File: src/verilog/csr_defs.svh
// Instruction field positions, CSR addresses, legal-bit masks and constants
// for the machine-mode CSR unit
`ifndef CSR_DEFS_SVH
`define CSR_DEFS_SVH

// Data and instruction widths
`define CSR_XLEN            32
`define CSR_INST_W          32

// Instruction field positions and widths
`define CSR_RD_LSB          7
`define CSR_FUNCT3_LSB      12
`define CSR_RS1_LSB         15
`define CSR_ADDR_LSB        20
`define CSR_FUNCT3_W        3
`define CSR_REG_W           5
`define CSR_ADDR_W          12

// Machine CSR addresses
`define CSR_MSTATUS         12'h300
`define CSR_MISA            12'h301
`define CSR_MIE             12'h304
`define CSR_MTVEC           12'h305
`define CSR_MSCRATCH        12'h340
`define CSR_MEPC            12'h341
`define CSR_MCAUSE          12'h342
`define CSR_MIP             12'h344
`define CSR_MHARTID         12'hF14

// Legal mstatus bits: 31, 22:11, 8:7, 5:3, 1:0
`define CSR_MSTATUS_MASK    32'h807F_F9BB
// RV32I, MXL = 1
`define CSR_MISA_VALUE      32'h4000_0100
`define CSR_HART_ID         32'h0000_0000

// Interrupt enable and pending bit positions
`define CSR_MIE_BIT         3
`define CSR_MEI_BIT         11

`endif

File: src/verilog/csr_pkg.sv
// Shared types of the CSR unit: execution FSM states and Zicsr funct3 codes
`include "csr_defs.svh"

package csr_pkg;

    ////////////////////////////////////////////////////////////
    // Execution FSM
    ////////////////////////////////////////////////////////////

    // Accept, compute and write back, then one store cycle
    typedef enum logic [1:0] {
        IDLE    = 2'd0,
        COMPUTE = 2'd1,
        STORE   = 2'd2
    } csr_state_t;

    ////////////////////////////////////////////////////////////
    // Zicsr operations, funct3 encoding
    ////////////////////////////////////////////////////////////

    // Bit 2 set selects the immediate (zimm) forms
    typedef enum logic [`CSR_FUNCT3_W-1:0] {
        CSRRW  = 3'd1,
        CSRRS  = 3'd2,
        CSRRC  = 3'd3,
        CSRRWI = 3'd5,
        CSRRSI = 3'd6,
        CSRRCI = 3'd7
    } csr_op_t;

endpackage

File: src/verilog/csr_access_if.sv
// CSR read and write bus between the execution FSM, the register file
// and the interrupt block
`timescale 1ns/1ps
`include "csr_defs.svh"

interface csr_access_if;

    // Combinational read port
    logic [`CSR_ADDR_W-1:0] rd_addr;
    logic [`CSR_XLEN-1:0]   rd_data;

    // Single-cycle write pulse
    logic                   wr_en;
    logic [`CSR_ADDR_W-1:0] wr_addr;
    logic [`CSR_XLEN-1:0]   wr_data;

    modport exec (output rd_addr, input rd_data, output wr_en, output wr_addr,
                  output wr_data);

    modport regfile (input rd_addr, output rd_data, input wr_en, input wr_addr,
                     input wr_data);

    // mip lives in the interrupt block, it only listens to writes
    modport irq (input wr_en, input wr_addr, input wr_data);

endinterface

File: src/verilog/csr_exec.sv
// Zicsr instruction execution: acceptance, operand capture and the
// read-modify-write FSM driving the CSR bus and the rd write port
`timescale 1ns/1ps
`include "csr_defs.svh"

module csr_exec (
    input  logic                    aclk,
    input  logic                    aresetn,
    // Instruction handshake
    input  logic                    valid,
    output logic                    ready,
    input  logic [`CSR_INST_W-1:0]  instbus,
    // rs1 lookup
    output logic [`CSR_REG_W-1:0]   rs1_addr,
    input  logic [`CSR_XLEN-1:0]    rs1_val,
    // rd write-back
    output logic                    rd_wr_en,
    output logic [`CSR_REG_W-1:0]   rd_wr_addr,
    output logic [`CSR_XLEN-1:0]    rd_wr_val,
    // CSR bus
    csr_access_if.exec              acc
);

    import csr_pkg::*;

    csr_state_t                 state;

    // Instruction fields
    logic [`CSR_FUNCT3_W-1:0]   f_funct3;
    logic [`CSR_ADDR_W-1:0]     f_addr;
    logic [`CSR_REG_W-1:0]      f_rs1;
    logic [`CSR_REG_W-1:0]      f_rd;

    // Captured at acceptance
    logic [`CSR_FUNCT3_W-1:0]   funct3_r;
    logic [`CSR_ADDR_W-1:0]     addr_r;
    logic [`CSR_REG_W-1:0]      rs1_idx_r;
    logic [`CSR_XLEN-1:0]       rs1_val_r;
    logic [`CSR_XLEN-1:0]       old_r;

    logic                       accept;
    logic [`CSR_XLEN-1:0]       operand;
    logic [`CSR_XLEN-1:0]       new_val;
    logic                       csr_we;
    logic                       op_valid;
    logic                       csr_wr_q;
    logic [`CSR_XLEN-1:0]       csr_wdata_q;

    ////////////////////////////////////////////////////////////
    // Decode
    ////////////////////////////////////////////////////////////

    assign f_funct3 = instbus[`CSR_FUNCT3_LSB +: `CSR_FUNCT3_W];
    assign f_addr   = instbus[`CSR_ADDR_LSB +: `CSR_ADDR_W];
    assign f_rs1    = instbus[`CSR_RS1_LSB +: `CSR_REG_W];
    assign f_rd     = instbus[`CSR_RD_LSB +: `CSR_REG_W];

    // Core looks up rs1 straight from the instruction
    assign rs1_addr = f_rs1;
    assign accept   = (state == IDLE) && valid && ready;

    // Old value read combinationally, from the instruction while idle
    assign acc.rd_addr = (state == IDLE) ? f_addr : addr_r;

    ////////////////////////////////////////////////////////////
    // New value
    ////////////////////////////////////////////////////////////

    // Immediate forms take zero-extended zimm (the rs1 field)
    assign operand = funct3_r[2] ? {{(`CSR_XLEN-`CSR_REG_W){1'b0}}, rs1_idx_r}
                                 : rs1_val_r;

    always_comb begin
        new_val  = old_r;
        csr_we   = 1'b0;
        op_valid = 1'b1;
        case (funct3_r)
            CSRRW, CSRRWI: begin
                new_val = operand;
                csr_we  = 1'b1;
            end
            CSRRS, CSRRSI: begin
                new_val = old_r | operand;
                // x0 or zimm of zero means read only
                csr_we  = (rs1_idx_r != '0);
            end
            CSRRC, CSRRCI: begin
                new_val = old_r & ~operand;
                csr_we  = (rs1_idx_r != '0);
            end
            // Reserved funct3, no rd and no CSR write
            default: op_valid = 1'b0;
        endcase
    end

    ////////////////////////////////////////////////////////////
    // Control FSM
    ////////////////////////////////////////////////////////////

    always_ff @(posedge aclk or negedge aresetn) begin
        if (!aresetn) begin
            state    <= IDLE;
            ready    <= 1'b0;
            rd_wr_en <= 1'b0;
            csr_wr_q <= 1'b0;
        end else begin
            case (state)
                IDLE: begin
                    ready <= 1'b1;
                    if (accept) begin
                        ready <= 1'b0;
                        state <= COMPUTE;
                    end
                end
                COMPUTE: begin
                    // rd and CSR writes pulse together
                    rd_wr_en <= op_valid;
                    csr_wr_q <= csr_we;
                    state    <= STORE;
                end
                STORE: begin
                    rd_wr_en <= 1'b0;
                    csr_wr_q <= 1'b0;
                    ready    <= 1'b1;
                    state    <= IDLE;
                end
                default: state <= IDLE;
            endcase
        end
    end

    // Operand and result registers
    always_ff @(posedge aclk) begin
        if (accept) begin
            funct3_r   <= f_funct3;
            addr_r     <= f_addr;
            rs1_idx_r  <= f_rs1;
            rs1_val_r  <= rs1_val;
            rd_wr_addr <= f_rd;
            old_r      <= acc.rd_data;
        end
        if (state == COMPUTE) begin
            rd_wr_val   <= old_r;
            csr_wdata_q <= new_val;
        end
    end

    assign acc.wr_en   = csr_wr_q;
    assign acc.wr_addr = addr_r;
    assign acc.wr_data = csr_wdata_q;

endmodule

File: src/verilog/csr_regfile.sv
// Machine CSR storage, read mux, trap-side writes and the shared
// mtvec, mepc and mstatus outputs
`timescale 1ns/1ps
`include "csr_defs.svh"

module csr_regfile (
    input  logic                    aclk,
    input  logic                    aresetn,
    // CSR bus
    csr_access_if.regfile           acc,
    // Trap-side writes from the core
    input  logic                    ctrl_mepc_wr,
    input  logic [`CSR_XLEN-1:0]    ctrl_mepc,
    input  logic                    ctrl_mstatus_wr,
    input  logic [`CSR_XLEN-1:0]    ctrl_mstatus,
    input  logic                    ctrl_mcause_wr,
    input  logic [`CSR_XLEN-1:0]    ctrl_mcause,
    // Pending word from the interrupt block
    input  logic [`CSR_XLEN-1:0]    mip,
    // Enables towards the interrupt block
    output logic                    mstatus_mie,
    output logic                    mie_meie,
    // Shared CSR outputs
    output logic [`CSR_XLEN-1:0]    csr_mtvec,
    output logic [`CSR_XLEN-1:0]    csr_mepc,
    output logic [`CSR_XLEN-1:0]    csr_mstatus
);

    import csr_pkg::*;

    logic [`CSR_XLEN-1:0]   mstatus;
    logic [`CSR_XLEN-1:0]   mie;
    logic [`CSR_XLEN-1:0]   mtvec;
    logic [`CSR_XLEN-1:0]   mscratch;
    logic [`CSR_XLEN-1:0]   mepc;
    logic [`CSR_XLEN-1:0]   mcause;

    // Per-register write decode
    logic   wr_mstatus;
    logic   wr_mie;
    logic   wr_mtvec;
    logic   wr_mscratch;
    logic   wr_mepc;
    logic   wr_mcause;

    assign wr_mstatus  = acc.wr_en && (acc.wr_addr == `CSR_MSTATUS);
    assign wr_mie      = acc.wr_en && (acc.wr_addr == `CSR_MIE);
    assign wr_mtvec    = acc.wr_en && (acc.wr_addr == `CSR_MTVEC);
    assign wr_mscratch = acc.wr_en && (acc.wr_addr == `CSR_MSCRATCH);
    assign wr_mepc     = acc.wr_en && (acc.wr_addr == `CSR_MEPC);
    assign wr_mcause   = acc.wr_en && (acc.wr_addr == `CSR_MCAUSE);

    ////////////////////////////////////////////////////////////
    // Trap state, core strobes win over CSR writes
    ////////////////////////////////////////////////////////////

    always_ff @(posedge aclk or negedge aresetn) begin
        if (!aresetn) begin
            mstatus <= '0;
            mepc    <= '0;
            mcause  <= '0;
        end else begin
            // Only legal mstatus bits are kept
            if (ctrl_mstatus_wr) begin
                mstatus <= ctrl_mstatus & `CSR_MSTATUS_MASK;
            end else if (wr_mstatus) begin
                mstatus <= acc.wr_data & `CSR_MSTATUS_MASK;
            end
            // IALIGN=32, low two bits forced to zero
            if (ctrl_mepc_wr) begin
                mepc <= {ctrl_mepc[`CSR_XLEN-1:2], 2'b00};
            end else if (wr_mepc) begin
                mepc <= {acc.wr_data[`CSR_XLEN-1:2], 2'b00};
            end
            if (ctrl_mcause_wr) begin
                mcause <= ctrl_mcause;
            end else if (wr_mcause) begin
                mcause <= acc.wr_data;
            end
        end
    end

    ////////////////////////////////////////////////////////////
    // Software-only registers
    ////////////////////////////////////////////////////////////

    always_ff @(posedge aclk or negedge aresetn) begin
        if (!aresetn) begin
            mie      <= '0;
            mtvec    <= '0;
            mscratch <= '0;
        end else begin
            if (wr_mie) begin
                mie <= acc.wr_data;
            end
            if (wr_mtvec) begin
                mtvec <= acc.wr_data;
            end
            if (wr_mscratch) begin
                mscratch <= acc.wr_data;
            end
        end
    end

    ////////////////////////////////////////////////////////////
    // Read mux
    ////////////////////////////////////////////////////////////

    // misa and mhartid are constants, unknown addresses read zero
    always_comb begin
        case (acc.rd_addr)
            `CSR_MSTATUS:  acc.rd_data = mstatus;
            `CSR_MISA:     acc.rd_data = `CSR_MISA_VALUE;
            `CSR_MIE:      acc.rd_data = mie;
            `CSR_MTVEC:    acc.rd_data = mtvec;
            `CSR_MSCRATCH: acc.rd_data = mscratch;
            `CSR_MEPC:     acc.rd_data = mepc;
            `CSR_MCAUSE:   acc.rd_data = mcause;
            `CSR_MIP:      acc.rd_data = mip;
            `CSR_MHARTID:  acc.rd_data = `CSR_HART_ID;
            default:       acc.rd_data = '0;
        endcase
    end

    // Shared outputs and interrupt enables
    assign csr_mtvec   = mtvec;
    assign csr_mepc    = mepc;
    assign csr_mstatus = mstatus;
    assign mstatus_mie = mstatus[`CSR_MIE_BIT];
    assign mie_meie    = mie[`CSR_MEI_BIT];

endmodule

File: src/verilog/csr_irq.sv
// External interrupt synchronizer and the mip register
`timescale 1ns/1ps
`include "csr_defs.svh"

module csr_irq (
    input  logic                    aclk,
    input  logic                    aresetn,
    // Asynchronous external interrupt pin
    input  logic                    eirq,
    // Enables from mstatus and mie
    input  logic                    mstatus_mie,
    input  logic                    mie_meie,
    // CSR writes to mip
    csr_access_if.irq               acc,
    output logic [`CSR_XLEN-1:0]    mip
);

    import csr_pkg::*;

    logic [1:0] eirq_sync;
    logic       meip;
    logic       meip_set;
    logic       mip_wr;

    // Two-flop synchronizer into aclk
    always_ff @(posedge aclk or negedge aresetn) begin
        if (!aresetn) begin
            eirq_sync <= 2'b00;
        end else begin
            eirq_sync <= {eirq_sync[0], eirq};
        end
    end

    assign meip_set = eirq_sync[1] && mstatus_mie && mie_meie;
    assign mip_wr   = acc.wr_en && (acc.wr_addr == `CSR_MIP);

    // Pending set wins over a software clear at the same edge
    always_ff @(posedge aclk or negedge aresetn) begin
        if (!aresetn) begin
            meip <= 1'b0;
        end else if (meip_set) begin
            meip <= 1'b1;
        end else if (mip_wr) begin
            meip <= acc.wr_data[`CSR_MEI_BIT];
        end
    end

    // Timer and software pending bits are not implemented
    always_comb begin
        mip = '0;
        mip[`CSR_MEI_BIT] = meip;
    end

endmodule

File: src/verilog/csr_unit.sv
// Machine-mode CSR unit top level: execution FSM, register file and
// interrupt block on one CSR bus
`timescale 1ns/1ps
`include "csr_defs.svh"

module csr_unit (
    input  logic                    aclk,
    input  logic                    aresetn,
    input  logic                    eirq,
    // Instruction handshake
    input  logic                    valid,
    output logic                    ready,
    input  logic [`CSR_INST_W-1:0]  instbus,
    // Register file ports of the core
    output logic [`CSR_REG_W-1:0]   rs1_addr,
    input  logic [`CSR_XLEN-1:0]    rs1_val,
    output logic                    rd_wr_en,
    output logic [`CSR_REG_W-1:0]   rd_wr_addr,
    output logic [`CSR_XLEN-1:0]    rd_wr_val,
    // Trap-side writes
    input  logic                    ctrl_mepc_wr,
    input  logic [`CSR_XLEN-1:0]    ctrl_mepc,
    input  logic                    ctrl_mstatus_wr,
    input  logic [`CSR_XLEN-1:0]    ctrl_mstatus,
    input  logic                    ctrl_mcause_wr,
    input  logic [`CSR_XLEN-1:0]    ctrl_mcause,
    // Shared CSR outputs
    output logic [`CSR_XLEN-1:0]    csr_mtvec,
    output logic [`CSR_XLEN-1:0]    csr_mepc,
    output logic [`CSR_XLEN-1:0]    csr_mstatus,
    output logic                    csr_meip
);

    logic [`CSR_XLEN-1:0]   mip;
    logic                   mstatus_mie;
    logic                   mie_meie;

    // Internal CSR bus
    csr_access_if csr_bus ();

    csr_exec u_exec (
        .aclk       (aclk),
        .aresetn    (aresetn),
        .valid      (valid),
        .ready      (ready),
        .instbus    (instbus),
        .rs1_addr   (rs1_addr),
        .rs1_val    (rs1_val),
        .rd_wr_en   (rd_wr_en),
        .rd_wr_addr (rd_wr_addr),
        .rd_wr_val  (rd_wr_val),
        .acc        (csr_bus.exec)
    );

    csr_regfile u_regfile (
        .aclk            (aclk),
        .aresetn         (aresetn),
        .acc             (csr_bus.regfile),
        .ctrl_mepc_wr    (ctrl_mepc_wr),
        .ctrl_mepc       (ctrl_mepc),
        .ctrl_mstatus_wr (ctrl_mstatus_wr),
        .ctrl_mstatus    (ctrl_mstatus),
        .ctrl_mcause_wr  (ctrl_mcause_wr),
        .ctrl_mcause     (ctrl_mcause),
        .mip             (mip),
        .mstatus_mie     (mstatus_mie),
        .mie_meie        (mie_meie),
        .csr_mtvec       (csr_mtvec),
        .csr_mepc        (csr_mepc),
        .csr_mstatus     (csr_mstatus)
    );

    csr_irq u_irq (
        .aclk        (aclk),
        .aresetn     (aresetn),
        .eirq        (eirq),
        .mstatus_mie (mstatus_mie),
        .mie_meie    (mie_meie),
        .acc         (csr_bus.irq),
        .mip         (mip)
    );

    // Machine external interrupt pending
    assign csr_meip = mip[`CSR_MEI_BIT];

endmodule

File: config.mk
export PLATFORM = sky130hd
export DESIGN_NAME = csr_unit
export DESIGN_NICKNAME = d
export VERILOG_FILES = /design/src/verilog/csr_pkg.sv /design/src/verilog/csr_access_if.sv /design/src/verilog/csr_exec.sv /design/src/verilog/csr_regfile.sv /design/src/verilog/csr_irq.sv /design/src/verilog/csr_unit.sv
export VERILOG_INCLUDE_DIRS = /design/src /design/src/verilog
export SDC_FILE = /design/constraint.sdc
export NUM_CORES = 1
export LEC_CHECK = 0
export ABC_AREA = 1
export CAP_MARGIN = 30
export CORE_AREA = 2 2 201 203
export CTS_BUF_LIST = sky130_fd_sc_hd__clkbuf_8 sky130_fd_sc_hd__clkbuf_16
export CTS_CLUSTER_DIAMETER = 150
export DETAILED_ROUTE_END_ITERATION = 12
export DIE_AREA = 0 0 203 205
export DONT_BUFFER_PORTS = 1
export PLACE_DENSITY = 0.65
export SLEW_MARGIN = 20
export SYNTH_ARGS = -nofsm -noshare
export SYNTH_HDL_FRONTEND = slang
export SYNTH_SLANG_ARGS = --single-unit
File: constraint.sdc
create_clock -name aclk -period 15.3 [get_ports aclk]
set_input_delay 2.295 -clock aclk [delete_from_list [all_inputs] [get_ports aclk]]
set_output_delay 2.295 -clock aclk [all_outputs]
set_load 0.01 [all_outputs]
[Word-level counts from Yosys, hierarchy flattened]
Index checks and enable logic that the tools add are counted.
Word-level totals
  register bits: 353
  bits of input ports: 167
  output and inout bits: 141
  word-level logic and storage cells: 91
Operators by class
  equality and inequality tests: 24
  mux-type cells: 20
  bitwise operators: 3
  reductions and logical operators: 24
Operators with widths (count)
  $pmux 32 s8: 1
  $mux 32: 7
  $eq 12x10->1 const B: 15
  $pmux 32 s3: 1
  $and 32x32->32: 1
  $not 32->32: 1
  $or 32x32->32: 1
  $mux 12: 1
  $reduce_bool 2->1: 6
  $logic_and 1x1->1: 11
  $eq 3x3->1 const B: 3
  $pmux 1 s2: 4
  $eq 3x2->1 const B: 2
  $reduce_or 2->1: 3
  $reduce_or 6->1: 1
  $reduce_bool 5->1: 1
  $mux 1: 4
  $pmux 2 s2: 1
  $reduce_or 4->1: 1
  $eq 3x1->1 const B: 1
  $eq 2x1->1 const B: 1
  $eq 2x2->1 const B: 1
  $logic_not 2->1: 1
  $mux 2: 1
  $ne 2x1->1 const B: 1

[Logic depth before layout (Yosys ltp)]
  depth after elaboration: 5
  gate-level depth with buffers: 15
  mapped depth without buffers: 11

[Hierarchy]
From an unflattened synthesis, not the netlist that was laid out.
Second synthesis, totals
  cell total of the unflattened synthesis: 1949
  area total of the unflattened synthesis: 16453.3 µm²
Modules (own cells, without submodules)
  csr_regfile: times used 1, cells each 1430, area an instance 10007.1 µm², seq. area each 4454.3 µm²
  csr_exec: times used 1, cells each 464, area an instance 6044.5 µm², seq. area each 4719.5 µm²
  csr_irq: times used 1, cells each 55, area an instance 401.6 µm², seq. area each 75.1 µm²

[Worst setup path after synthesis]
No wires, ideal clock.
  path kind: input to register
  start: input port valid
  end: register u_exec.ready
  setup time: 0.419 ns
  arrival: 8.623 ns
  required time: 14.881 ns
  slack: 6.257 ns
  stages: 3
  buffers on the path: 0
  cell sequence: inv_1 > nor3_1 > o21ai_0
Between the ends
  cells in the longest elaborated chain, start to end: 4
Ends and longest elaborated chain
  from (decl): RTL line csr_unit.sv:11  | input logic valid,
  $logic_and 1x1->1 (2 in series): RTL line csr_exec.sv:60  | assign accept = (state == IDLE) && valid && ready;
  named net u_exec.accept: RTL line csr_exec.sv:41  | logic accept;
  $mux 1: RTL line csr_exec.sv:110  | if (accept) begin
  $pmux 1 s2: RTL line csr_exec.sv:107  | case (state)
  to (signal assigned): RTL line csr_exec.sv:103  | ready <= 1'b0;
  to (signal assigned): RTL line csr_exec.sv:109  | ready <= 1'b1;
  to (signal assigned): RTL line csr_exec.sv:111  | ready <= 1'b0;
  to (decl): RTL line csr_exec.sv:11  | output logic ready,
The timed path passes the listed nets, and every way through them passes these cells.
A chain may end at the register's enable or synchronous reset.

[Worst setup path after layout]
  start: input port instbus[17]
  end: output port rs1_addr[2]
RTL lines
  from (decl): RTL line csr_unit.sv:13  | input logic [`CSR_INST_W-1:0] instbus,
  to (decl): RTL line csr_unit.sv:15  | output logic [`CSR_REG_W-1:0] rs1_addr,
No word-level cell between the ends.

==> impl_summary.log <==
[metrics] run status: finished, final reports clean
[metrics] clock root buffer master: sky130_fd_sc_hd__clkbuf_16
[metrics] r2r worst-path depth: 11
[metrics] Remaining Overflow, GRT: 0
[metrics] Global Route Usage Sum: roughly 24%
[metrics] source of the worst register-to-register timing path: u_exec.state[0]
[metrics] most common cell after layout, fill and taps aside: sky130_fd_sc_hd__nand2_1
[metrics] count of mapped cells out of synthesis: ~1700
[metrics] area fraction in compound gates after synthesis: between 10% and 20%
[metrics] number of gates resized after cts: 0
[metrics] minimum hold slack: between 0.3 and 0.4 ns
[metrics] final wirelength: ~51000 um
[metrics] main combinational cell family by area after synthesis: simple AND/OR/NAND/NOR gates
[metrics] Hold-fix buffers, CTS: 0
[metrics] first-pass GRT wire length: 75100 um
[metrics] Vias/cell: ~5.7
[metrics] maximum achievable frequency: roughly 0.22 GHz
[metrics] Antenna Nets Post-Route: 0
[metrics] number of distinct library cells after synthesis: 34
[metrics] full die area: about 42000 sq um
[metrics] Clock H-tree levels: 2
[metrics] most used flip-flop cell after synthesis: sky130_fd_sc_hd__dfrtp_1
[metrics] cell depth of the worst min-delay path: 0
[metrics] count of nets after finishing: around 1800
[metrics] Critical Path Fanout Max: 2
[metrics] total clock buffers created by CTS: 39
[metrics] placer congestion estimate: 0.824
[metrics] portion of the clock cycle consumed by the worst path in the final layout: around 30%
[metrics] sequential fraction of the synthesis area: 59.1%
[metrics] slew of the pin with the lowest slew margin: 0.941 ns
[metrics] CTS sink count: 339
[metrics] total core area: 39400 sq um
[metrics] post-synthesis mux area share: 0.192%
[metrics] Met2 Wirelength: between 20000 and 25000 um
[metrics] source of the worst hold timing path: u_irq.eirq_sync[0]
[metrics] Clock Pin Slew Worst Setup and Hold Paths: ~0.06 ns
[metrics] area share of fa/ha/maj cells after synthesis: less than 1%
[metrics] Max-slew headroom: a little under two fifths
[metrics] number of DRC markers after the initial detailed-route iteration: between 1000 and 1500
[metrics] class of the worst hold path: register to register
[metrics] Worst Hold Endpoint: u_irq.eirq_sync[1]
[metrics] max_cap viols: 0
[metrics] count of warnings emitted by yosys: 0
[metrics] antenna cell count: 0
[metrics] std cell rows: between 70 and 80
[metrics] post-synth top area cell: sky130_fd_sc_hd__dfrtp_1
[metrics] share of Yosys cell area claimed by the top area cell type: approximately 30%
[metrics] worst reg-to-reg setup slack: 11.41 ns
[metrics] Pre-Repair DR Iteration Count: 6
[metrics] Fin Setup TNS: 0 ns
[metrics] final core utilization: between 40% and 50%
[metrics] ys async rst share: approximately 55%
[metrics] initial cell density of the core: between 30 and 40%
[metrics] average wire per cell in the routed design: ~23 um
[metrics] PwrDens: around 160 nW/um^2
[metrics] largest buffer count on any clock path: 3
[metrics] most frequent cells in the layout: sky130_fd_sc_hd__nand2_1, sky130_fd_sc_hd__o21ai_0, sky130_fd_sc_hd__dfrtp_1
[metrics] Area contributors post-synth: sky130_fd_sc_hd__dfrtp_1, sky130_fd_sc_hd__edfxtp_1, sky130_fd_sc_hd__nand2_1
[metrics] top layer used by detailed routing: met5
[metrics] setup repair after global routing missed its margin: false
[metrics] CTS tree: built
[metrics] Netlist Area Pre-Place: 15600 sq um
[metrics] Crit path required time: roughly 13 ns
[metrics] antenna violations before repair: 1
[metrics] number of design rule violations left after detail routing: 0
[metrics] maximum clock skew at final layout: around 0.027 ns
[metrics] count of port buffers added during placement: 0
[metrics] capture instance of the worst register-to-register path: u_exec.old_r[1]
[metrics] final-report hold violation count: 0
[metrics] detailed placer's ending HPWL: about 32000 um
[metrics] Final Instance Area: 17100 sq um
[metrics] routed metal-1 wirelength: 20400 um
[metrics] number of enable flip-flop cells after synthesis: between 150 and 200
[metrics] Finish-stage setup viols: 0
[metrics] chip height: approximately 200 um
[metrics] area fraction in and, or, nand and nor cells after synthesis: 21.0%
[metrics] standby leakage power: 7.21 nW
[metrics] arrival time of the worst setup path: roughly 2.3 ns
[metrics] Worst Path Class, Setup: input pin to output pin
[metrics] maximum number of pins on one net before global-route repair: roughly 190
[metrics] total I/O pin count: 308
[metrics] xor-xnor portion of the synthesized cell area: 0%
[metrics] fraction of final layout cells with drive strength greater than 1: under 10%
[metrics] area growth from synthesis to layout: 9.65%
[metrics] buffers inserted during post-CTS setup optimization: 0
[metrics] final max-slew violation count: 0
[metrics] clock period minus final worst setup slack: between 4 and 5 ns
[metrics] dpl cell area: 15900 sq um
[metrics] Seq cells post-synth: 339
[metrics] startpoint types: input pin
[metrics] routed via count: around 12000
[metrics] wire length on met3: roughly 5000 um
[metrics] worst setup slack after layout: ~11 ns
[metrics] via count of the first global-routing pass: 11800
[metrics] clock latency at the later pin of the worst-skew pair: roughly 0.56 ns
[metrics] maximum VDD drop: 0.0897 mV
[metrics] Horiz. Die Dim: around 200 um
[metrics] average cell area after synthesis: 9.32 sq um
[metrics] Setup WS pre-CTS: about 10 ns
[metrics] capturing element type of the critical path: output pin
[stage by stage]
stage               power, mW  instances
CTS                      2.69       2179
floorplan                1.59       1691
detailed placement       1.76       2107
finish                   2.67       2179
global route             2.78       2179
global placement         1.74       2105
[cells in the mapped netlist (25+ instances only)]
cell                       instances
sky130_fd_sc_hd__o211ai_1         58
sky130_fd_sc_hd__nand2_1         439
sky130_fd_sc_hd__buf_4            38
sky130_fd_sc_hd__nand4_1         138
sky130_fd_sc_hd__inv_1           141
sky130_fd_sc_hd__o22ai_1          28
sky130_fd_sc_hd__nor2_1           89
sky130_fd_sc_hd__buf_2            25
sky130_fd_sc_hd__edfxtp_1        153
sky130_fd_sc_hd__nand3_1          51
sky130_fd_sc_hd__o21ai_0         205
sky130_fd_sc_hd__clkbuf_1         59
sky130_fd_sc_hd__dfrtp_1         186
[sequential cells by signal, indices dropped and copies added, names as in the netlist, 5 cells and up]
register / flops
u_exec.rs1_val_r: 32
u_exec.acc.wr_addr: 12
u_exec.rs1_idx_r: 5
u_exec.rd_wr_val: 32
u_regfile.mcause: 32
u_regfile.mscratch: 32
u_exec.rd_wr_addr: 5
u_regfile.csr_mstatus: 20
u_regfile.mie: 32
u_regfile.csr_mtvec: 32
u_exec.old_r: 32
u_regfile.csr_mepc: 30
u_exec.acc.wr_data: 32
[cells by family after synthesis]
family,count (synthesis)
simple gates,740
flops,339
compound gates,309
buf+inv,281
fa+ha+maj,5
mux,3
other cells,1
[final cells by class]
type / count / area (sq um)
fillers: 3751 / 22200
repair buffers: 24 / 205
clock inverters: 30 / 229
flip-flops and latches: 339 / 9250
multi-input cells: 1071 / 5220
inverters: 148 / 557
clock buffers: 42 / 1030
well taps: 525 / 657
[routing by layer]
metal / global-route usage [%] / vias up
met2: 40.0 / 701
met3: 5.77 / 99
met5: 0 / -
li1: - / 5599
met4: 8.21 / 2
met1: 31.6 / 5922
[worst max-delay path by stage]
stage | start | endpoint | slack (ns) | cells after the start
3_3_place_gp | instbus[31] | u_exec.old_r[1] | 10.28 | 9
6_report | instbus[17] | rs1_addr[2] | 10.71 | 0
4_1_cts | instbus[15] | rs1_addr[0] | 10.71 | 0
2_1_floorplan | valid | u_exec.ready | 6.26 | 3
3_5_place_dp | instbus[31] | u_exec.old_r[1] | 10.28 | 9
5_1_grt | instbus[31] | u_exec.old_r[1] | 10.65 | 9
[power breakdown]
part           switching (mW)  total [mW]  internal (mW)
Sequential              0.132        1.29           1.16
Clock                   0.385       0.921          0.536
Combinational           0.359       0.463          0.104
Total                   0.876        2.67           1.80
No activity file was read; power rests on OpenSTA's default activity.
